File: config.mk
export PLATFORM = sky130hd
export DESIGN_NAME = block_mem_arbiter
export DESIGN_NICKNAME = d
export VERILOG_FILES = /design/src/wh_mem_pkg.sv /design/src/block_mem_arbiter.sv
export SDC_FILE = /design/constraint.sdc
export NUM_CORES = 1
export LEC_CHECK = 0
export BUFFER_PORTS_ARGS = -buffer_cell sky130_fd_sc_hd__buf_4
export CORE_AREA = 2 2 160 162
export CTS_CLUSTER_SIZE = 40
export DETAILED_ROUTE_END_ITERATION = 8
export DIE_AREA = 0 0 162 164
export PLACE_DENSITY_LB_ADDON = 0.1
export RECOVER_POWER = 25
export SLEW_MARGIN = 20
export SYNTH_ARGS = -nofsm -noshare
export SYNTH_HDL_FRONTEND = slang
export SYNTH_SLANG_ARGS = --single-unit
export TNS_END_PERCENT = 20
File: constraint.sdc
create_clock -name clk_i -period 2.47 [get_ports clk_i]
set_input_delay 0.247 -clock clk_i [delete_from_list [all_inputs] [get_ports clk_i]]
set_output_delay 0.247 -clock clk_i [all_outputs]
set_load 0.01 [all_outputs]
File: src/wh_mem_pkg.sv
`default_nettype none

package wh_mem_pkg;

  // link and block geometry
  localparam int flit_width_lp = 32;
  localparam int data_len_lp = 4;
  localparam int block_width_lp = flit_width_lp * data_len_lp;
  localparam int block_offset_width_lp = 4;

  // block memory size
  localparam int mem_els_lp = 64;
  localparam int mem_addr_width_lp = $clog2(mem_els_lp);

  // header field widths
  localparam int cord_width_lp = 8;
  localparam int cid_width_lp = 2;
  localparam int len_width_lp = 4;

  // one direction of a ready_and link
  typedef struct packed {
    logic v;
    logic ready_and_rev;
    logic [flit_width_lp-1:0] data;
  } wh_link_s;

  // header flit, dest_cord in the low bits
  typedef struct packed {
    logic [flit_width_lp-2-(2*cord_width_lp)-cid_width_lp-len_width_lp:0] unused;
    logic write_not_read;
    logic [cord_width_lp-1:0] src_cord;
    logic [cid_width_lp-1:0] cid;
    logic [len_width_lp-1:0] len;
    logic [cord_width_lp-1:0] dest_cord;
  } wh_header_s;

  // a link word is either a header or a data/address flit
  typedef union packed {
    wh_header_s header;
    logic [flit_width_lp-1:0] data;
  } wh_flit_u;

  // memory request from an endpoint, held until granted
  typedef struct packed {
    logic v;
    logic w;
    logic [mem_addr_width_lp-1:0] addr;
    logic [block_width_lp-1:0] data;
  } mem_req_s;

endpackage

`default_nettype wire

File: src/block_mem_arbiter.sv
`timescale 1ns/1ps
`default_nettype none

module block_mem_arbiter
  import wh_mem_pkg::*;
  (
    input  logic clk_i,
    input  logic reset_i,
    input  mem_req_s req0_i,
    input  mem_req_s req1_i,
    output logic gnt0_o,
    output logic gnt1_o,
    output mem_req_s mem_req_o
  );

  // high when endpoint 0 won the last grant
  logic last0_r;

  // on a tie the endpoint not granted last time wins
  assign gnt0_o = req0_i.v & (~req1_i.v | ~last0_r);
  assign gnt1_o = req1_i.v & ~gnt0_o;

  always_comb begin
    mem_req_o = gnt1_o ? req1_i : req0_i;
    mem_req_o.v = gnt0_o | gnt1_o;
  end

  always_ff @(posedge clk_i) begin
    if (reset_i) begin
      last0_r <= 1'b0;
    end else if (gnt0_o | gnt1_o) begin
      last0_r <= gnt0_o;
    end
  end

endmodule

`default_nettype wire

# Word level (Yosys, flattened, before mapping)
# Index checks and enable logic that the tools add are counted.
# classes
bitwise_logic,7
muxes,1
# op_table
op,n
135-bit 2-to-1 mux,1
1-bit NOT,3
1-bit AND,2
1-bit OR,2
# totals
ff_bits,1
out_inout_bits,138
input_bits,274
elab_cells,9

# Logic depth before layout (Yosys ltp)
# Gate-level depths: netlist of run 1.
# depth
ltp_word,6
depth_mapped,5
mapped_depth_nobuf,3

# Least setup slack after synthesis of run 1
# No wires, ideal clock.
# synth_path
path_type,register -> output
start,register last0_r
end,output port mem_req_o[100] (netlist bit)
arrival_time_ps,1164
path_stages_with_launch,6
path_buffers,2
setup_slack_ps,1059
required_time_ps,2223
path_cell_list,dfxtp_1 -> nand2b_4 -> nand2_4 -> buf_6 -> buf_6 -> mux2_4
# synth_lines
item,line_no,source
start: declaration,block_mem_arbiter.sv:17,logic last0_r;
start signal: assignment,block_mem_arbiter.sv:32,last0_r <= gnt0_o;
end: declaration,block_mem_arbiter.sv:13,output mem_req_s mem_req_o

==> flow_metrics.tcl, run 1 <==
set metrics [dict create \
    cp_top_family "buffers and inverters" \
    drive_gt1_frac 0.933 \
    design_power_total_mw 1.09 \
    instances_no_fill 893 \
    synth-adder-area-share 0 \
    syn_inst 157 \
    cts_setup_buffers 0 \
    hold_viol 0 \
    io_pins 412 \
    regMostFlops "last0_r" \
    reg_top3 "last0_r (1)" \
    via_count 2949 \
    end_kind "primary output" \
    grt-ovfl-total 0 \
    status "finished clean" \
    post-route-drc-count 0 \
    synth_compound_area_frac 0.00679 \
    dpl-instance-area_sq_um 5370 \
    start_util 0.0742 \
    num_rows 58 \
    rsz0062_at_grt "false" \
    gp_congestion 0.802 \
    cts.reportedPaths.clkPinSlew_ps 0 \
    dr.pass1.iters 4 \
    place_inst 893 \
    yosys_warnings 0 \
    fill_cells 2776 \
    fmax_ghz 0.542 \
    arrival_ps 1600 \
    synth_xor_area_frac 0 \
    clk_latency_ps 0 \
    critPathMostFrequentCell "buf_4" \
    grt_pass1_vias 3154 \
    power.leakage_nw 2.68 \
    powerDensity_nw_per_um2 209 \
    path_cells "clkbuf_1, nand2_8, buf_4, mux2_4, buf_4" \
    finClkSkew_ps 0 \
    peakVddDrop_mv 0.0557 \
    viasPerCell 3.30 \
    wl_per_cell_um 14.3 \
    cts_resized 0 \
    critPathMaxFanout 51 \
    synth-seq-cells 1 \
    seq_area_frac_synth 0.0109 \
    dieHeight_um 164 \
    grt_max_degree 52 \
    cp.required_ps 2220 \
    drt-initial-drc-count 37 \
    critPathBufInv 3 \
    synth_top_family_by_area "multiplexers" \
    fin_crit_sh 0.747 \
    final_common_cell "buf_4" \
    syn_nets 431 \
    track_usage 0.0825 \
    worst_hold_path_type "in -> reg" \
    min_period_ps 1840 \
    drv_slew 0 \
    slowest_stage "nand2_8" \
    grt_first_pass_wirelength_mm 17.1 \
    maxSlewHeadroom 0.694 \
    diodes 0 \
    die-width_um 162 \
    yosysUniqueCellTypes 12 \
    drt_wl_total_mm 12.7 \
    slowest_delay_ps 330 \
    largest_register_ffs 1 \
    port_buffers 411 \
    coreArea_sq_um 24800 \
    fin_nets 839 \
    worst_pin_slew_ps 459 \
    antenna_found_initial 0 \
    synth-simple-area-share 0.0204 \
    hpwlAfterDp_mm 11.6 \
    layout_common_cells "buf_4 (390), mux2_2 (96), mux2_4 (32)" \
    synthMuxAreaShare 0.905 \
    die_area_sq_um 26600 \
    worstSetupPathType "in -> out" \
    finalSetupViolations 0 \
    syn_area_sq_um 1840 \
    startpoint_type "primary input" \
    syn2layout_area_growth_pct 185 \
    avgSynthCellArea_sq_um 11.7 \
    drtAntennaViolNets 0 \
    cts_hold_buf 0 \
    final_cell_area_sq_um 5240 \
    maxCapViolCount 0 \
    tns_ps 0 \
]
-- cells in the mapped netlist --
library cell | instances | area share
mux2_4 | 39 | 0.32
nand2b_4 | 1 | 0.0075
nand2b_1 | 1 | 0.0034
dfxtp_1 | 1 | 0.011
nand2_4 | 1 | 0.0061
buf_6 | 5 | 0.031
or2_2 | 1 | 0.0034
mux2_2 | 96 | 0.59
buf_2 | 9 | 0.024
inv_1 | 1 | 0.0020
a21boi_0 | 1 | 0.0041
a21oi_1 | 1 | 0.0027
-- area by class of cell --
type                    instances  area, sq um  share of cell area
multi-input cells             141         1700               0.324
flip-flops and latches          1         20.0             0.00382
inverters                       1         3.75            0.000716
repair buffers                420         3110               0.593
well taps                     330          413              0.0788
-- cells by family after synthesis --
kind of cell / Yosys count
buffers and inverters: 15
and+or+nand+nor: 4
AOI/OAI and AO/OA: 2
DFF: 1
muxes: 135
-- worst paths after layout --
kind | from | to | slack (ps) | cells after the start
worst max-delay path | req1_i[135] | mem_req_o[103] | 630 | 5
worst min-delay path | reset_i | last0_r | 410 | 2
worst max register to register | last0_r | last0_r | 1800 | 2
worst min register to register | last0_r | last0_r | 470 | 2
-- per-stage QoR --
step	utilization	hold WS [ps]	setup slack (ps)
floorplan	-	316	1060
CTS	0.216	420	562
finish	0.211	412	625
global placement	0.216	412	580
global route	0.211	429	526
detailed placement	0.216	420	565
-- power breakdown --
group | leakage, nW | internal [mW] | switching (mW)
clock | 0 | 0 | 0
combinational | 2.67 | 0.700 | 0.374
sequential | 0.00832 | 0.0177 | 0.000727
total | 2.68 | 0.718 | 0.375
-- worst reg2reg max path: stages, from the launching register on --
cell and delay, ps:
dfxtp_1 320, nand2b_4 160, a21oi_1 70
-- routing by layer --
| layer | part of all wire | vias to the layer above | GRT usage | routed length [um] |
|---|---|---|---|---|
| met3 | 0.12 | 6 | 0.0255 | 1530 |
| met4 | 0.0085 | 0 | 0.00644 | 108 |
| li1 | - | 1409 | - | - |
| met2 | 0.58 | 236 | 0.186 | 7410 |
| met1 | 0.29 | 1298 | 0.0710 | 3690 |
| met5 | 0 | - | 0 | 0 |
Power figures use the tool's default switching activity.
==> run 2: changes to the inputs <==
--- a/config.mk
+++ b/config.mk
@@ -6,10 +6,10 @@
 export NUM_CORES = 1
 export LEC_CHECK = 0
 export BUFFER_PORTS_ARGS = -buffer_cell sky130_fd_sc_hd__buf_4
-export CORE_AREA = 2 2 160 162
+export CORE_AREA = 2 2 162 164
 export CTS_CLUSTER_SIZE = 40
 export DETAILED_ROUTE_END_ITERATION = 8
-export DIE_AREA = 0 0 162 164
+export DIE_AREA = 0 0 164 166
 export PLACE_DENSITY_LB_ADDON = 0.1
 export RECOVER_POWER = 25
 export SLEW_MARGIN = 20
==> constraint.sdc (replaced) <==
create_clock -name clk_i -period 1.7 [get_ports clk_i]
set_input_delay 0.17 -clock clk_i [delete_from_list [all_inputs] [get_ports clk_i]]
set_output_delay 0.17 -clock clk_i [all_outputs]
set_load 0.01 [all_outputs]
==> flow_metrics.tcl, run 2 (synthesis results as in run 1) <==
set metrics [dict create \
    status "finished clean" \
    fill_cells 2852 \
    grt_pass1_vias 3291 \
    gp_congestion 0.778 \
    hpwlAfterDp_mm 11.4 \
    end_kind "primary output" \
    finClkSkew_ps 0 \
    multi_input_area_sq_um 1660 \
    regMostFlops "last0_r" \
    cts_hold_buf 0 \
    maxSlewHeadroom 0.838 \
    cts_setup_buffers 0 \
    arrival_ps 1440 \
    power.share.combinational 0.983 \
    io_pins 412 \
    coreArea_sq_um 25600 \
    dr.pass1.iters 2 \
    final_common_cell "buf_4" \
    drv_slew 0 \
    cts.reportedPaths.clkPinSlew_ps 0 \
    worst_hold_path_type "in -> reg" \
    die_area_sq_um 27200 \
    post-route-drc-count 0 \
    pwr-share-clk 0 \
    grt-ovfl-total 0 \
    drt-initial-drc-count 23 \
    cts_resized 0 \
    track_usage 0.0783 \
    drtAntennaViolNets 0 \
    viasPerCell 3.34 \
    startpoint_type "flip-flop" \
    p_sw_frac 0.343 \
    fin_crit_sh 0.948 \
    cp.required_ps 1530 \
    layout_common_cells "buf_4 (403), mux2_2 (95), mux2_4 (21)" \
    rsz0062_at_grt "false" \
    final_cell_area_sq_um 5240 \
    dieHeight_um 166 \
    syn2layout_area_growth_pct 185 \
    die-width_um 164 \
    critPathMaxFanout 16 \
    clk_latency_ps 0 \
    powerDensity_nw_per_um2 302 \
    switchingPower_mw 0.542 \
    largest_register_ffs 1 \
    antenna_found_initial 0 \
    place_inst 896 \
    drive_gt1_frac 0.939 \
    register_area_sq_um 20.0 \
    maxCapViolCount 0 \
    num_rows 59 \
    diodes 0 \
    tns_ps 0 \
    port_buffers 411 \
    dpl-instance-area_sq_um 5360 \
    r2r_slack_ps 1020 \
    p_int_mw 1.04 \
    power.leakage_nw 2.67 \
    via_count 2997 \
    wl_per_cell_um 13.9 \
    reg_top3 "last0_r (1)" \
    instances_no_fill 896 \
    hold_viol 0 \
    grt_max_degree 30 \
    seq_power_share 0.017 \
    drt_wl_total_mm 12.5 \
    fmax_ghz 0.621 \
    start_util 0.0719 \
    fin_nets 837 \
    peakVddDrop_mv 0.112 \
    worst_pin_slew_ps 244 \
    grt_first_pass_wirelength_mm 16.8 \
    finalSetupViolations 0 \
    min_period_ps 1610 \
    worstSetupPathType "reg -> out" \
]
==> run 2: changes by cell type in the layout (fill, tap and decap cells not counted) <==
cell | before | now
buf_4 | 390 | 403
buf_12 | 4 | 3
mux2_1 | 7 | 19
buf_6 | 0 | 1
clkbuf_1 | 26 | 10
mux2_4 | 32 | 21
mux2_2 | 96 | 95
clkbuf_2 | 0 | 1
==> run 2: final cells by class <==
type | instances | area share
inverter | 1 | 0.000716
timing repair buffer | 418 | 0.599
tap | 335 | 0.0800
multi-input combinational | 141 | 0.316
sequential | 1 | 0.00382
==> run 2: path summary, 6_finish.rpt <==
check                              from           end  depth (start not counted)
worst min register to register  last0_r       last0_r                          2
worst max register to register  last0_r       last0_r                          2
worst max-delay path            last0_r  mem_req_o[4]                          5
worst min-delay path            reset_i       last0_r                          2
==> run 2: power by group through the flow <==
stage	registers [mW]	logic, mW	clock network, mW
6_report	0.0269	1.56	0
5_1_grt	0.0272	1.67	0
4_1_cts	0.0270	1.65	0
3_5_place_dp	0.0269	1.65	0
3_3_place_gp	0.0268	1.66	0
2_1_floorplan	0.0266	0.647	0
==> run 2: metrics by stage <==
| step | worst slack, ps | power (mW) | utilization | hold slack, ps |
|---|---|---|---|---|
| after floorplan | 366 | 0.674 | - | 239 |
| after global placement | 55.7 | 1.68 | 0.209 | 339 |
| after detailed placement | 51.7 | 1.67 | 0.209 | 336 |
| after CTS | 48.2 | 1.68 | 0.209 | 336 |
| after global routing | 14.8 | 1.69 | 0.205 | 335 |
| final | 88.7 | 1.58 | 0.205 | 329 |
==> run 2: metal layers <==
metal | vias to the layer above | wire length (um) | global-route usage
met4 | 0 | 200 | 0.0145
met3 | 12 | 1540 | 0.0202
met2 | 250 | 7510 | 0.184
met5 | - | 0 | 0
li1 | 1405 | - | -
met1 | 1330 | 3200 | 0.0574
==> run 2: critical path, cell delays in order, from the launching register on <==
cell	delay (ps)
dfxtp_1	300
nand2b_4	170
nand2_8	180
buf_4	270
mux2_2	370
buf_4	140
==> run 3: changes to the inputs <==
--- a/config.mk
+++ b/config.mk
@@ -5,11 +5,12 @@
 export SDC_FILE = /design/constraint.sdc
 export NUM_CORES = 1
 export LEC_CHECK = 0
-export BUFFER_PORTS_ARGS = -buffer_cell sky130_fd_sc_hd__buf_4
-export CORE_AREA = 2 2 162 164
+export CORE_AREA = 2 2 161 163
 export CTS_CLUSTER_SIZE = 40
 export DETAILED_ROUTE_END_ITERATION = 8
-export DIE_AREA = 0 0 164 166
+export DIE_AREA = 0 0 163 165
+export DONT_BUFFER_PORTS = 1
+export MAX_ROUTING_LAYER = met4
 export PLACE_DENSITY_LB_ADDON = 0.1
 export RECOVER_POWER = 25
 export SLEW_MARGIN = 20
==> flow_metrics.tcl, run 3 (synthesis results as in run 1) <==
set metrics [dict create \
    worst_hold_path_type "in -> reg" \
    port_buffers 0 \
    critPathMaxFanout 47 \
    num_rows 58 \
    reg_top3 "last0_r (1)" \
    crit_end "mem_req_o[1]" \
    post-route-drc-count 0 \
    maxSlewHeadroom 0.710 \
    start_util 0.0736 \
    design_power_total_mw 0.715 \
    rsz0062_at_grt "false" \
    grt_first_pass_wirelength_mm 9.91 \
    dpl-instance-area_sq_um 2220 \
    r2r_start "last0_r" \
    cp_num_cells 4 \
    path_cells "nand2b_4, nand2_8, buf_12, mux2_2" \
    syn2layout_area_growth_pct 20.9 \
    dieHeight_um 165 \
    hold_viol 0 \
    grt_max_degree 53 \
    tns_ps 0 \
    reg2reg_depth 2 \
    grt_pass1_vias 1477 \
    final_common_cell "mux2_2" \
    grt.busiest_layer "met2" \
    startpoint_type "flip-flop" \
    drive_gt1_frac 0.784 \
    arrival_ps 1350 \
    slowest_delay_ps 410 \
    io_pins 412 \
    end_kind "primary output" \
    die-width_um 163 \
    regMostFlops "last0_r" \
    cp_top_family "multiplexers" \
    peakVddDrop_mv 0.145 \
    largest_register_ffs 1 \
    dr.pass1.iters 3 \
    drt_wl_total_mm 8.70 \
    layout_common_cells "mux2_2 (70), mux2_4 (39), mux2_1 (26)" \
    gr-usage-met1 0.0406 \
    clk_latency_ps 0 \
    maxCapViolCount 0 \
    startpoint "last0_r" \
    cp.required_ps 1530 \
    drt-initial-drc-count 35 \
    drtAntennaViolNets 0 \
    status "finished clean" \
    drv_slew 0 \
    worstSetupPathType "reg -> out" \
    fin_crit_sh 0.895 \
    hpwlAfterDp_mm 8.26 \
    worst_pin_slew_ps 432 \
    cts_setup_buffers 0 \
    viasPerCell 3.02 \
    fin_nets 424 \
    met3_usage 0.0128 \
    cts_hold_buf 0 \
    fin_util 0.0889 \
    slowest_stage "mux2_2" \
    track_usage 0.0528 \
    finClkSkew_ps 0 \
    r2r_slack_ps 1010 \
    die_area_sq_um 26900 \
    via_count 1456 \
    antenna_found_initial 4 \
    met2_usage 0.124 \
    coreArea_sq_um 25000 \
    r2r_end "last0_r" \
    fmax_ghz 0.657 \
    cts.reportedPaths.clkPinSlew_ps 0 \
    finalSetupViolations 0 \
    critPathBufInv 1 \
    gp_congestion 0.697 \
    cts_resized 0 \
    grt-ovfl-total 0 \
    min_period_ps 1520 \
    final_cell_area_sq_um 2230 \
    powerDensity_nw_per_um2 321 \
    power.leakage_nw 0.797 \
    wl_per_cell_um 18.1 \
]
==> run 3: cell types whose count changed in the layout (fill, tap and decap cells not counted) <==
| cell | change |
|---|---|
| diode_2 | +4 |
| mux2_4 | +18 |
| buf_4 | -403 |
| mux2_1 | +7 |
| clkbuf_2 | +1 |
| mux2_2 | -25 |
| clkbuf_1 | -9 |
| buf_6 | -1 |
| buf_12 | -1 |
==> run 3: through the flow <==
step	setup slack, ps	hold slack (ps)	cells
5_1_grt	102	257	481
6_report	179	245	482
4_1_cts	163	247	478
2_1_floorplan	366	239	157
3_5_place_dp	169	247	478
3_3_place_gp	194	249	478
==> run 3: routing by layer <==
| metal | wire (um) | part of all wire |
|---|---|---|
| met5 | 0 | 0 |
| met4 | 30 | 0.0034 |
| met3 | 1060 | 0.12 |
| met2 | 5460 | 0.63 |
| met1 | 2160 | 0.25 |
==> run 3: power by group <==
group          switching, mW   total [mW]  internal, mW
clock                      0  0.000000317   0.000000317
combinational          0.354        0.687         0.334
sequential           0.00141       0.0271        0.0257
total                  0.355        0.715         0.359
==> run 3: worst min-delay path by stage <==
| stage | startpoint | end | cells past startpoint |
|---|---|---|---|
| floorplan | reset_i | last0_r | 1 |
| global placement | reset_i | last0_r | 1 |
| detailed placement | reset_i | last0_r | 1 |
| CTS | reset_i | last0_r | 1 |
| global route | reset_i | last0_r | 1 |
| finish | reset_i | last0_r | 1 |
==> run 3: cell type report <==
cell class | count | area [sq um]
inverters | 1 | 3.75
diodes | 4 | 10.0
flip-flops and latches | 1 | 20.0
fillers | 2883 | 22800
well taps | 330 | 413
repair buffers | 5 | 53.8
multi-input cells | 141 | 1730
