[config.mk]
export PLATFORM = sky130hd
export DESIGN_NAME = wh_mem_endpoint
export DESIGN_NICKNAME = d
export VERILOG_FILES = /design/src/wh_mem_pkg.sv /design/src/flit_sipo.sv /design/src/flit_piso.sv /design/src/wh_mem_endpoint.sv
export SDC_FILE = /design/constraint.sdc
export NUM_CORES = 1
export LEC_CHECK = 0
export BUFFER_PORTS_ARGS = -buffer_cell sky130_fd_sc_hd__buf_2
export CORE_MARGIN = 2
export CORE_UTILIZATION = 40
export CTS_CLUSTER_DIAMETER = 60
export CTS_CLUSTER_SIZE = 12
export DETAILED_ROUTE_END_ITERATION = 6
export GPL_TIMING_DRIVEN = 0
export HOLD_SLACK_MARGIN = 0.06
export SLEW_MARGIN = 20
export SYNTH_ARGS = -nofsm -noshare
export SYNTH_HDL_FRONTEND = slang
export SYNTH_HIERARCHICAL = 1
export SYNTH_SLANG_ARGS = --single-unit
[constraint.sdc]
create_clock -name clk_i -period 2.5 [get_ports clk_i]
set_input_delay 0.25 -clock clk_i [delete_from_list [all_inputs] [get_ports clk_i]]
set_output_delay 0.25 -clock clk_i [all_outputs]
set_load 0.005 [all_outputs]
[src/wh_mem_pkg.sv]
`default_nettype none

package wh_mem_pkg;

  // link and block geometry
  localparam int flit_width_lp = 32;
  localparam int data_len_lp = 4;
  localparam int block_width_lp = flit_width_lp * data_len_lp;
  localparam int block_offset_width_lp = 4;

  // block memory size
  localparam int mem_els_lp = 64;
  localparam int mem_addr_width_lp = $clog2(mem_els_lp);

  // header field widths
  localparam int cord_width_lp = 8;
  localparam int cid_width_lp = 2;
  localparam int len_width_lp = 4;

  // one direction of a ready_and link
  typedef struct packed {
    logic v;
    logic ready_and_rev;
    logic [flit_width_lp-1:0] data;
  } wh_link_s;

  // header flit, dest_cord in the low bits
  typedef struct packed {
    logic [flit_width_lp-2-(2*cord_width_lp)-cid_width_lp-len_width_lp:0] unused;
    logic write_not_read;
    logic [cord_width_lp-1:0] src_cord;
    logic [cid_width_lp-1:0] cid;
    logic [len_width_lp-1:0] len;
    logic [cord_width_lp-1:0] dest_cord;
  } wh_header_s;

  // a link word is either a header or a data/address flit
  typedef union packed {
    wh_header_s header;
    logic [flit_width_lp-1:0] data;
  } wh_flit_u;

  // memory request from an endpoint, held until granted
  typedef struct packed {
    logic v;
    logic w;
    logic [mem_addr_width_lp-1:0] addr;
    logic [block_width_lp-1:0] data;
  } mem_req_s;

endpackage

`default_nettype wire

[src/flit_sipo.sv]
`timescale 1ns/1ps
`default_nettype none

module flit_sipo
  import wh_mem_pkg::*;
  (
    input  logic clk_i,
    input  logic reset_i,
    input  logic v_i,
    input  logic [flit_width_lp-1:0] data_i,
    output logic [block_width_lp-1:0] block_o
  );

  logic [block_width_lp-1:0] block_r;

  // new flits enter at the top, so the first one ends up lowest
  always_ff @(posedge clk_i) begin
    if (reset_i) begin
      block_r <= '0;
    end else if (v_i) begin
      block_r <= {data_i, block_r[block_width_lp-1:flit_width_lp]};
    end
  end

  assign block_o = block_r;

endmodule

`default_nettype wire

[src/flit_piso.sv]
`timescale 1ns/1ps
`default_nettype none

module flit_piso
  import wh_mem_pkg::*;
  (
    input  logic clk_i,
    input  logic reset_i,
    input  logic load_i,
    input  logic [block_width_lp-1:0] block_i,
    input  logic yumi_i,
    output logic [flit_width_lp-1:0] data_o
  );

  logic [block_width_lp-1:0] block_r;

  always_ff @(posedge clk_i) begin
    if (reset_i) begin
      block_r <= '0;
    end else if (load_i) begin
      block_r <= block_i;
    end else if (yumi_i) begin
      // next flit moves into the low slot
      block_r <= {{flit_width_lp{1'b0}}, block_r[block_width_lp-1:flit_width_lp]};
    end
  end

  assign data_o = block_r[flit_width_lp-1:0];

endmodule

`default_nettype wire

[src/wh_mem_endpoint.sv]
`timescale 1ns/1ps
`default_nettype none

module wh_mem_endpoint
  import wh_mem_pkg::*;
  (
    input  logic clk_i,
    input  logic reset_i,
    input  wh_link_s link_i,
    output wh_link_s link_o,
    output mem_req_s mem_req_o,
    input  logic mem_gnt_i,
    input  logic [block_width_lp-1:0] mem_rdata_i
  );

  typedef enum logic [2:0] {
    RESET,
    READY,
    RECV_ADDR,
    RECV_EVICT_DATA,
    WAIT_WRITE_GNT,
    WAIT_READ_GNT,
    SEND_FILL_HEADER,
    SEND_FILL_DATA
  } ep_state_e;

  ep_state_e state_r, state_n;

  logic write_not_read_r, write_not_read_n;
  logic [cord_width_lp-1:0] src_cord_r, src_cord_n;
  logic [cid_width_lp-1:0] cid_r, cid_n;
  logic [flit_width_lp-1:0] addr_r, addr_n;
  logic [1:0] cnt_r, cnt_n;
  logic loaded_r;

  wh_flit_u flit_in;
  wh_flit_u flit_out;
  logic cnt_last;
  logic sipo_v;
  logic piso_load;
  logic piso_yumi;
  logic [flit_width_lp-1:0] piso_data;
  logic [block_width_lp-1:0] wdata_block;
  logic [mem_addr_width_lp-1:0] blk_addr;

  assign flit_in = link_i.data;
  assign cnt_last = (cnt_r == 2'(data_len_lp-1));

  // fill reply header goes back to the requester
  assign flit_out.header = '{
    unused: '0,
    write_not_read: 1'b0,
    src_cord: '0,
    cid: cid_r,
    len: len_width_lp'(data_len_lp),
    dest_cord: src_cord_r
  };

  // src_cord bit 0 picks the half, address picks the block
  assign blk_addr = {src_cord_r[0], addr_r[block_offset_width_lp +: mem_addr_width_lp-1]};

  // rdata is only valid on the first header cycle
  assign piso_load = (state_r == SEND_FILL_HEADER) & ~loaded_r;

  flit_sipo sipo_i (
    .clk_i(clk_i),
    .reset_i(reset_i),
    .v_i(sipo_v),
    .data_i(flit_in.data),
    .block_o(wdata_block)
  );

  flit_piso piso_i (
    .clk_i(clk_i),
    .reset_i(reset_i),
    .load_i(piso_load),
    .block_i(mem_rdata_i),
    .yumi_i(piso_yumi),
    .data_o(piso_data)
  );

  always_comb begin
    state_n = state_r;
    write_not_read_n = write_not_read_r;
    src_cord_n = src_cord_r;
    cid_n = cid_r;
    addr_n = addr_r;
    cnt_n = cnt_r;
    link_o = '0;
    sipo_v = 1'b0;
    piso_yumi = 1'b0;

    case (state_r)
      RESET: begin
        state_n = READY;
      end
      READY: begin
        link_o.ready_and_rev = 1'b1;
        if (link_i.v) begin
          write_not_read_n = flit_in.header.write_not_read;
          src_cord_n = flit_in.header.src_cord;
          cid_n = flit_in.header.cid;
          state_n = RECV_ADDR;
        end
      end
      RECV_ADDR: begin
        link_o.ready_and_rev = 1'b1;
        if (link_i.v) begin
          addr_n = flit_in.data;
          state_n = write_not_read_r ? RECV_EVICT_DATA : WAIT_READ_GNT;
        end
      end
      RECV_EVICT_DATA: begin
        link_o.ready_and_rev = 1'b1;
        if (link_i.v) begin
          sipo_v = 1'b1;
          cnt_n = cnt_r + 2'd1;
          if (cnt_last) begin
            state_n = WAIT_WRITE_GNT;
          end
        end
      end
      WAIT_WRITE_GNT: begin
        if (mem_gnt_i) begin
          state_n = READY;
        end
      end
      WAIT_READ_GNT: begin
        if (mem_gnt_i) begin
          state_n = SEND_FILL_HEADER;
        end
      end
      SEND_FILL_HEADER: begin
        link_o.v = 1'b1;
        link_o.data = flit_out.data;
        if (link_i.ready_and_rev) begin
          state_n = SEND_FILL_DATA;
        end
      end
      SEND_FILL_DATA: begin
        link_o.v = 1'b1;
        link_o.data = piso_data;
        if (link_i.ready_and_rev) begin
          piso_yumi = 1'b1;
          cnt_n = cnt_r + 2'd1;
          if (cnt_last) begin
            state_n = READY;
          end
        end
      end
      default: begin
        state_n = READY;
      end
    endcase
  end

  always_comb begin
    mem_req_o.v = (state_r == WAIT_WRITE_GNT) | (state_r == WAIT_READ_GNT);
    mem_req_o.w = (state_r == WAIT_WRITE_GNT);
    mem_req_o.addr = blk_addr;
    mem_req_o.data = wdata_block;
  end

  always_ff @(posedge clk_i) begin
    if (reset_i) begin
      state_r <= RESET;
      cnt_r <= '0;
      loaded_r <= 1'b0;
    end else begin
      state_r <= state_n;
      cnt_r <= cnt_n;
      loaded_r <= (state_r == SEND_FILL_HEADER);
    end
  end

  // request fields
  always_ff @(posedge clk_i) begin
    write_not_read_r <= write_not_read_n;
    src_cord_r <= src_cord_n;
    cid_r <= cid_n;
    addr_r <= addr_n;
  end

endmodule

`default_nettype wire

### Yosys cells after proc, flatten, opt, wreduce, memory -nomap -nowiden

Cells that the tools add are included.
Widths: inputs -> output; s select.

* bits in registers: 282
* bits of input ports: 165
* output and inout port bits: 170
* logic and storage cells: 62

* add/sub/neg operators: 1
* equality and inequality tests: 17
* mux-type cells: 23
* bitwise logic cells: 3
* reductions and logical operators: 9

Operators with widths (count)
* $mux 128: 2
* $pmux 32 s2: 1
* $mux 3: 10
* $pmux 3 s8: 1
* $ne 2x2->1 const B: 8
* $eq 3x3->1 const B: 4
* $reduce_and 9->1: 1
* $eq 3x2->1 const B: 2
* $mux 1: 6
* $mux 2: 2
* $pmux 2 s2: 1
* $reduce_and 2->1: 2
* $reduce_bool 2->1: 2
* $eq 3x1->1 const B: 1
* $logic_not 3->1: 1
* $reduce_and 3->1: 1
* $reduce_or 3->1: 1
* $add 2x1->2 const B: 1
* $eq 2x2->1 const B: 1
* $ne 2x1->1 const B: 1
* $reduce_or 2->1: 1
* $and 1x1->1: 1
* $not 1->1: 1
* $or 1x1->1: 1

### Logic depth before layout (Yosys ltp)

Gate-level depths: netlist of the first run.

* depth in word-level cells: 4
* mapped depth: 10
* gate-level depth less buffers: 5

### By module

The synthesis of the first run kept the hierarchy.

By module, submodules not included
* flit_piso: instances 1, cells each 601, area an instance 5977.0 sq um, sequential area each 2562.5 sq um
* flit_sipo: instances 1, cells each 412, area an instance 4652.0 sq um, sequential area each 2562.5 sq um
* wh_mem_endpoint: instances 1, cells each 124, area an instance 1212.4 sq um, sequential area each 600.6 sq um

### Worst setup path before layout of the first run

Ideal clock, no wire load.

* path type: register to register
* from: register state_r[0]
* to: register cid_r[0], enable pin
* setup time: 0.396 ns
* arrival: 1.661 ns
* required time: 2.104 ns
* path slack: 0.444 ns
* cell stages (with the launch flop): 4
* cells stage by stage: dfxtp_1 clkbuf_1 buf_2 nor3b_1

* cells in the longest elaborated chain, start to end: 2

Ends and longest elaborated chain
* from (decl): RTL line wh_mem_endpoint.sv:27 `ep_state_e state_r, state_n;`
* from (signal assigned): RTL line wh_mem_endpoint.sv:170 `state_r <= state_n;`
* $eq 3x1->1: RTL line wh_mem_endpoint.sv:93 `case (state_r)`
* $reduce_and 2->1 (no line)
* to (signal assigned): RTL line wh_mem_endpoint.sv:180 `cid_r <= cid_n;`
* to (decl): RTL line wh_mem_endpoint.sv:31 `logic [cid_width_lp-1:0] cid_r, cid_n;`

Every way passes these cells.
A chain may end at the register's enable or synchronous reset.

==> out/qor.yml, run 1 <==
status: "complete, no violations"
core_area_mm2: 0.02894
leakagePower_nw: 6.538
finish.utilization_pct: 56.85
die-area_mm2: 0.03100
cp_slowest_cell: "dfxtp_1"
hold_violations: 0
cap_violations: 0
grt_use_total_pct: 23.39
cts.clk_slew.worst_paths_ps: 60
met2_usage_pct: 39.49
synth_edf_count: 16
ys_seq_area_share_pct: 48.35
via_count: 10036
first_pass_iters: 7
drive_gt1_share_pct: 27.33
grt.met3_usage_pct: 4.565
r2r_slack_ps: 190
route.detailed.drc: 0
synth_area_mm2: 0.01184
clk_path_buf_depth: 3
skew_ps: 13.17
nNetsFinal: 1826
first_iter_violations: 393
die_y_um: 176.1
crit_path_start: "state_r[2]$_SDFFE_PP0P_"
start_util_pct: 40.92
path_cells: "buf_2, and3_4, buf_2, and2_1, buf_2"
tritoncts: "done"
ant_nets: 0
htree_levels: 1
synth_nets: 1303
finalMaxSlewViolations: 0
routed_wl_um: 37290
irDropWorstVdd_uv: 477.8
antenna_found_initial: 2
cp_data_required_time_ps: 2250
slew_headroom_pct: 36.66
cp_top_family: "buffers and inverters"
crit_top_cell: "buf_2"
cts_root_buf: "clkbuf_16"
grt_busiest_layer: "met2"
cts_buffers: 29
gr-usage-met1_pct: 30.44
max_stage_delay_ps: 410
area_growth_pct: 38.91
synth_area_per_cell_um2: 10.41
routed_via_density: 4.867
path_class: "flip-flop to primary output"
grt_overflow: 0
postSynthRegisterBits: 278
cp.arrival_ps: 2150
cts_sinks: 278
io_pins: 335
yosys_warnings: 6
cp_max_fo: 10
dp_hpwl_um: 26640
rsz0062_at_grt: "no"
synth-async-reset-ratio_pct: 0
min_path_type: "input pin to flip-flop"
fin_crit_sh_pct: 95.82
wl_per_cell_um: 18.08
grt_max_degree: 14
reg2reg_from: "state_r[0]$_SDFFE_PP0P_"
power_density_mw_per_mm2: 599.3
clock_latency_ps: 540
hold_ws_ps: 80.89
cp-start-kind: "flip-flop"
post-cts-setup-buffers: 0
die_x_um: 176.1
dpl.cell_count: 1856
grt_pass1_wl_um: 57350
gp_congestion: 0.8170
worst_setup_path_end_kind: "primary output"
worst_slew_pin_slew_ps: 948.0
core.rowCount: 62
portBuffers: 334
worst-path-buf-inv: 3
ys.flop_type: "dfxtp_1"
yosysUniqueCellTypes: 32
syn-instance-count: 1137
finalSetupViolations: 0
layoutNonFillerInstCount: 2062
nFillCells: 2544
clock.fmax_mhz: 417.5
first_global_vias: 10257
finalCriticalPeriod_ps: 2395
holdCritStartpoint: "mem_rdata_i[52]"
-- tightest hold or removal path: stages --
cell and delay [ps]:
buf_2 110, nor2b_1 130, a211oi_1 70
-- synth_stat cells, drive strengths merged, types with 16 or more instances --
cell      n  area [µm²]
dfxtp   262        5245
buf      79       765.7
nand2    40       150.1
edfxtp   16       480.5
a21oi    37       185.2
clkbuf   46       172.7
and2     22       137.6
nor2    150       563.0
nor2b    99       619.3
mux2i   235        2356
or3b     32       280.3
a211oi   96       720.7
-- metrics by stage --
step / setup WS (ps) / total power (W) / instance area (µm²) / TNS, ps
floorplan: 443.8 / 0.005309 / 11840 / 0
global placement: -401.6 / 0.005678 / 13990 / -4400
detailed placement: 201.2 / 0.005691 / 14010 / 0
CTS: 70.90 / 0.009935 / 16440 / 0
global route: 9.750 / 0.01021 / 16450 / 0
finish: 104.6 / 0.009857 / 16450 / 0
-- flip-flops by register name, summed over array words and instances (netlist names) --
name,flops
cnt_r,2
cid_r,2
loaded_r,1
src_cord_r,8
sipo_i/block_o,128
write_not_read_r,1
state_r,3
addr_r,5
piso_i/block_r,128
-- timing repair --
action / CTS / global route
setup endpoints to repair: 10 / 11
hold buffers: 157 / 0
cloned: 0 / 0
gates resized for setup: 1 / 3
hold endpoints to repair: 174 / 0
-- cell usage in the layout, fill, tap and decap left out, types with 3 or more instances in the layout --
| cell | synthesis | final |
|---|---|---|
| inv_1 | 3 | 3 |
| a211oi_1 | 96 | 96 |
| a21oi_1 | 37 | 37 |
| nand2b_1 | 3 | 3 |
| buf_2 | 17 | 352 |
| nor2_1 | 150 | 150 |
| or3b_1 | 32 | 32 |
| dfxtp_1 | 262 | 262 |
| edfxtp_1 | 16 | 16 |
| clkbuf_1 | 46 | 54 |
| clkbuf_8 | 0 | 3 |
| buf_12 | 13 | 13 |
| buf_6 | 14 | 14 |
| mux2i_1 | 234 | 234 |
| buf_4 | 35 | 36 |
| dlygate4sd3_1 | 0 | 157 |
| clkbuf_16 | 0 | 29 |
| and2_1 | 22 | 22 |
| nand2_1 | 40 | 40 |
| nor2b_1 | 99 | 99 |
-- report_power, final --
| part | leakage (nW) | switching, W | internal, W |
|---|---|---|---|
| registers | 2.26 | 0.0000706 | 0.00460 |
| logic | 3.86 | 0.000542 | 0.000585 |
| clock network | 0.419 | 0.00175 | 0.00232 |
-- metal layers --
layer | up-vias | routed length (µm)
met5 | - | 0
met4 | 0 | 1012
met3 | 62 | 1942
met2 | 281 | 17600
met1 | 4732 | 16730
li1 | 4961 | -
-- worst paths after layout --
kind                                      to  depth (start not counted)
max                                link_o[8]                          5
min          piso_i/block_r[52]$_SDFFE_PP0P_                          3
max reg2reg  piso_i/block_r[62]$_SDFFE_PP0P_                          9
min reg2reg  sipo_i/block_o[13]$_SDFFE_PP0P_                          2
-- logic make-up (layout without fill, tap and decap cells) --
group | Yosys count | in the layout | share of synthesized area, %
AOI/OAI and AO/OA | 140 | 140 | 8.115
xor gates and xnor gates | 1 | 1 | 0.07398
adders and majority gates | 1 | 1 | 0.1056
buffers and inverters | 129 | 668 | 8.052
DFF | 278 | 278 | 48.35
muxes | 235 | 235 | 19.90
other | 0 | 2 | 0
and+or+nand+nor | 353 | 353 | 15.41
-- final cells by class --
cell class | count | area (µm²) | share of cell area [%]
antenna | 2 | 5.005 | 0.03043
inverter | 4 | 15.01 | 0.09128
sequential | 278 | 5725 | 34.81
clock buffer | 42 | 804.5 | 4.891
clock inverter | 5 | 58.81 | 0.3575
multi-input combinational | 730 | 5167 | 31.42
timing repair buffer | 492 | 3251 | 19.76
tap | 384 | 480.5 | 2.921
buffer | 125 | 940.9 | 5.720
No activity file was read; power rests on OpenSTA's default activity.
==> inputs of run 2 (changes only) <==
REMOVE_ABC_BUFFERS = 1   (was default)
==> out/qor.yml, run 2 (synthesis gave the netlist of run 1 again) <==
status: "complete, no violations"
area_growth_pct: 34.74
clock_latency_ps: 540
gp_congestion: 0.7631
grt.met3_usage_pct: 6.934
layout_commonest_cell: "buf_2"
die_x_um: 176.1
tritoncts: "done"
route.detailed.drc: 0
htree_levels: 1
dpl.cell_count: 1747
die-area_mm2: 0.03100
grt_overflow: 0
clk_path_buf_depth: 3
start_util_pct: 40.92
cts_buffers: 28
grt_pass1_wl_um: 49600
cp_data_required_time_ps: 2930
dp_hpwl_um: 19840
min_path_type: "input pin to flip-flop"
finalSetupViolations: 0
finalCriticalPeriod_ps: 2355
wl_per_cell_um: 15.93
grt_max_degree: 123
io_pins: 335
cp_max_fo: 79
cts_root_buf: "clkbuf_16"
detailed_place.area_mm2: 0.01351
antenna_found_initial: 3
first_global_vias: 9516
grt_busiest_layer: "met2"
portBuffers: 334
first_pass_iters: 6
die_y_um: 176.1
drive_gt1_share_pct: 25.48
core_area_mm2: 0.02894
hold_violations: 0
core.rowCount: 62
power.total_w: 0.009504
worst_setup_path_end_kind: "flip-flop"
leakagePower_nw: 6.201
cts.clk_slew.worst_paths_ps: 70
grt_use_total_pct: 19.38
finalSetupTns_ps: 0
cap_violations: 0
met2_usage_pct: 31.93
cts_sinks: 278
final_area_mm2: 0.01596
finalMaxSlewViolations: 0
clock.fmax_mhz: 424.6
irDropWorstVdd_uv: 530.7
routed_wl_um: 31180
layoutNonFillerInstCount: 1957
routed_via_density: 4.803
skew_ps: 12.78
worst_slew_pin_slew_ps: 1022
nNetsFinal: 1723
rsz0062_at_grt: "no"
via_count: 9400
final_cell_mix: "buf_2 (333), dfxtp_1 (260), mux2i_1 (234)"
first_iter_violations: 396
cp.arrival_ps: 2780
cp-start-kind: "flip-flop"
slew_headroom_pct: 31.71
path_class: "flip-flop to flip-flop"
fin_crit_sh_pct: 94.22
gr-usage-met1_pct: 24.43
power_density_mw_per_mm2: 595.7
ant_nets: 0
[run 2: per-layer routing]
layer | share of wire [%] | wire (µm) | up-vias
li1 | - | - | 4731
met1 | 44 | 13820 | 4334
met2 | 45 | 13940 | 291
met3 | 9.2 | 2882 | 44
met4 | 1.7 | 543 | 0
met5 | 0 | 0 | -
[run 2: final cells by class]
class                           count  area [µm²]
Timing Repair Buffer              512        3709
Clock buffer                       39       773.2
Fill cell                        2533       12980
Multi-Input combinational cell    733        5209
Inverter                            4       20.02
Antenna cell                        3       7.507
Clock inverter                      4       26.28
Tap cell                          384       480.5
Sequential cell                   278        5731
[run 2: timing repair]
action	4_1_cts	5_1_grt
resized for setup	2	2
pin swaps	2	1
hold buffers	160	0
endpoints found under the hold margin	176	0
endpoints found under the setup margin	264	81
cloned	2	1
buffers inserted	1	0
[run 2: metrics by stage]
step | hold slack, ps | setup slack (ps) | utilization, %
floorplan | 318.9 | -6874 | -
global placement | 442.1 | -10380 | 45.12
detailed placement | 445.2 | -1013 | 46.69
CTS | 60.95 | 81.65 | 55.08
global route | 65.74 | 9.653 | 55.13
finish | 79.94 | 144.6 | 55.14
[run 2: final timing paths]
kind / from / to / depth (start not counted) / slack, ps
min: mem_rdata_i[70] / piso_i/block_r[70]$_SDFFE_PP0P_ / 3 / 80
max: state_r[2]$_SDFFE_PP0P_ / piso_i/block_r[80]$_SDFFE_PP0P_ / 6 / 140
min reg2reg: sipo_i/block_o[9]$_SDFFE_PP0P_ / sipo_i/block_o[9]$_SDFFE_PP0P_ / 2 / 480
max reg2reg: state_r[2]$_SDFFE_PP0P_ / piso_i/block_r[80]$_SDFFE_PP0P_ / 6 / 140
[run 2: worst max-delay path, stage by stage (launching register included)]
cell	delay, ps
dfxtp_1	590
nand3b_1	280
nor2_4	380
buf_16	220
inv_6	100
buf_16	210
a211oi_1	330
[run 2: report_power, final]
part           leakage, nW  internal, W  total [W]  switching, W
Clock                0.388      0.00213    0.00382       0.00169
Combinational         3.55     0.000546   0.000966      0.000420
Sequential            2.26      0.00460    0.00472      0.000119
Total                 6.20      0.00728    0.00950       0.00223
==> inputs of run 3 (changes only) <==
GPL_TIMING_DRIVEN = default   (was 0)
==> out/qor.yml, run 3 (synthesis gave the netlist of run 1 again) <==
status: "complete, no violations"
path_class: "flip-flop to primary output"
layout_commonest_cell: "buf_2"
ant_nets: 0
route.detailed.drc: 0
antenna_found_initial: 1
slew_headroom_pct: 51.28
finalMaxSlewViolations: 0
layoutNonFillerInstCount: 1956
power_density_mw_per_mm2: 604.3
drive_gt1_share_pct: 25.40
core_area_mm2: 0.02894
grt_overflow: 0
pwr-share-seq_pct: 49.1
cp-start-kind: "flip-flop"
hold_ws_ps: 128.4
hold_depth: 3
tritoncts: "done"
nNetsFinal: 1724
gp_congestion: 0.7870
setup.worst_path.end: "link_o[3]"
final_area_mm2: 0.01580
reg2reg_from: "state_r[1]$_SDFFE_PP0P_"
worst_slew_pin_slew_ps: 730.8
finalSetupViolations: 0
rsz0062_at_grt: "no"
cap_violations: 0
cp_slowest_cell: "dfxtp_1"
grt_pass1_wl_um: 49110
irDropWorstVdd_uv: 625.6
post-cts-setup-buffers: 0
first_global_vias: 9508
die_y_um: 176.1
io_pins: 335
finalCriticalPeriod_ps: 2328
grt_max_degree: 135
first_iter_violations: 546
p_sw_w: 0.002223
r2r_slack_ps: 370
worst_setup_path_end_kind: "primary output"
core.rowCount: 62
htree_levels: 1
skew_ps: 21.88
p_comb_share_pct: 10.2
fin_crit_sh_pct: 93.10
leakagePower_nw: 6.163
min_path_type: "input pin to flip-flop"
area_growth_pct: 33.45
first_pass_iters: 4
worstReg2RegEnd: "piso_i/block_r[48]$_SDFFE_PP0P_"
detailed_place.area_mm2: 0.01338
dp_hpwl_um: 20180
grt_use_total_pct: 19.14
cp.arrival_ps: 2080
switching_share_pct: 23.27
dpl.cell_count: 1752
path_cells: "nand2_1, nor2_1, buf_2"
routed_wl_um: 30940
die-area_mm2: 0.03100
clockPowerShare_pct: 40.7
finalSetupTns_ps: 0
post_cts_resized: 0
max_stage_delay_ps: 620
clock.fmax_mhz: 429.6
start_util_pct: 40.92
clock_latency_ps: 540
cts_buffers: 28
reg2reg_depth: 5
portBuffers: 334
cts_root_buf: "clkbuf_16"
p_int_w: 0.007328
via_count: 9417
cp_data_required_time_ps: 2250
routed_via_density: 4.814
cts.clk_slew.worst_paths_ps: 60
clk_path_buf_depth: 3
cp_max_fo: 16
hold_violations: 0
final_cell_mix: "buf_2 (333), dfxtp_1 (262), mux2i_1 (234)"
wl_per_cell_um: 15.82
crit_path_start: "state_r[1]$_SDFFE_PP0P_"
cts_sinks: 278
die_x_um: 176.1
## run 3: power by group through the flow
stage | logic [W] | registers [W] | clock network, W
CTS | 0.000982 | 0.00468 | 0.00401
detailed placement | 0.000780 | 0.00478 | 0
floorplan | 0.000450 | 0.00478 | 0
global placement | 0.000776 | 0.00478 | 0
finish | 0.000977 | 0.00468 | 0.00389
global route | 0.00107 | 0.00470 | 0.00419
## run 3: layout make-up
type,instances,area (µm²)
Sequential cell,278,5725
Clock buffer,38,758.2
Clock inverter,5,62.56
Antenna cell,1,2.502
Multi-Input combinational cell,730,5185
Fill cell,2554,13130
Timing Repair Buffer,516,3572
Tap cell,384,480.5
Inverter,4,16.27
## run 3: through the flow
step	utilization [%]	total power, W	worst slack [ps]
after floorplan	-	0.005231	-6874
after global placement	46.23	0.005555	481.5
after detailed placement	46.23	0.005562	405.8
after CTS	54.61	0.009677	94.09
after global routing	54.61	0.009954	10.80
final	54.61	0.009550	172.5
## run 3: what timing repair did
| item | CTS | global route |
|---|---|---|
| hold buffers | 160 | 0 |
| hold endpoints to repair | 176 | 0 |
| endpoints found under the setup margin | 0 | 0 |
## run 3: how the worst min path moves through the flow
stage                               start                         endpoint  slack, ps
after global placement          link_i[6]              addr_r[6]$_DFFE_PP_        440
after floorplan                   reset_i          state_r[0]$_SDFFE_PP0P_        320
after detailed placement        link_i[5]              addr_r[5]$_DFFE_PP_        440
after CTS                 mem_rdata_i[85]  piso_i/block_r[85]$_SDFFE_PP0P_         90
final                     mem_rdata_i[85]  piso_i/block_r[85]$_SDFFE_PP0P_        130
after global routing      mem_rdata_i[85]  piso_i/block_r[85]$_SDFFE_PP0P_         90
## run 3: worst max-delay path: cells and delay by family, from the launching register on
kind	cells	cell delay [ps]
simple gates	2	750
buf+inv	1	160
flops	1	620
## run 3: layer usage
metal	GRT usage, %	part of all wire [%]	up-vias
met5	0	0	-
met3	6.460	8.9	41
met2	31.13	44	292
met4	3.926	1.8	0
li1	-	-	4719
met1	24.78	45	4365
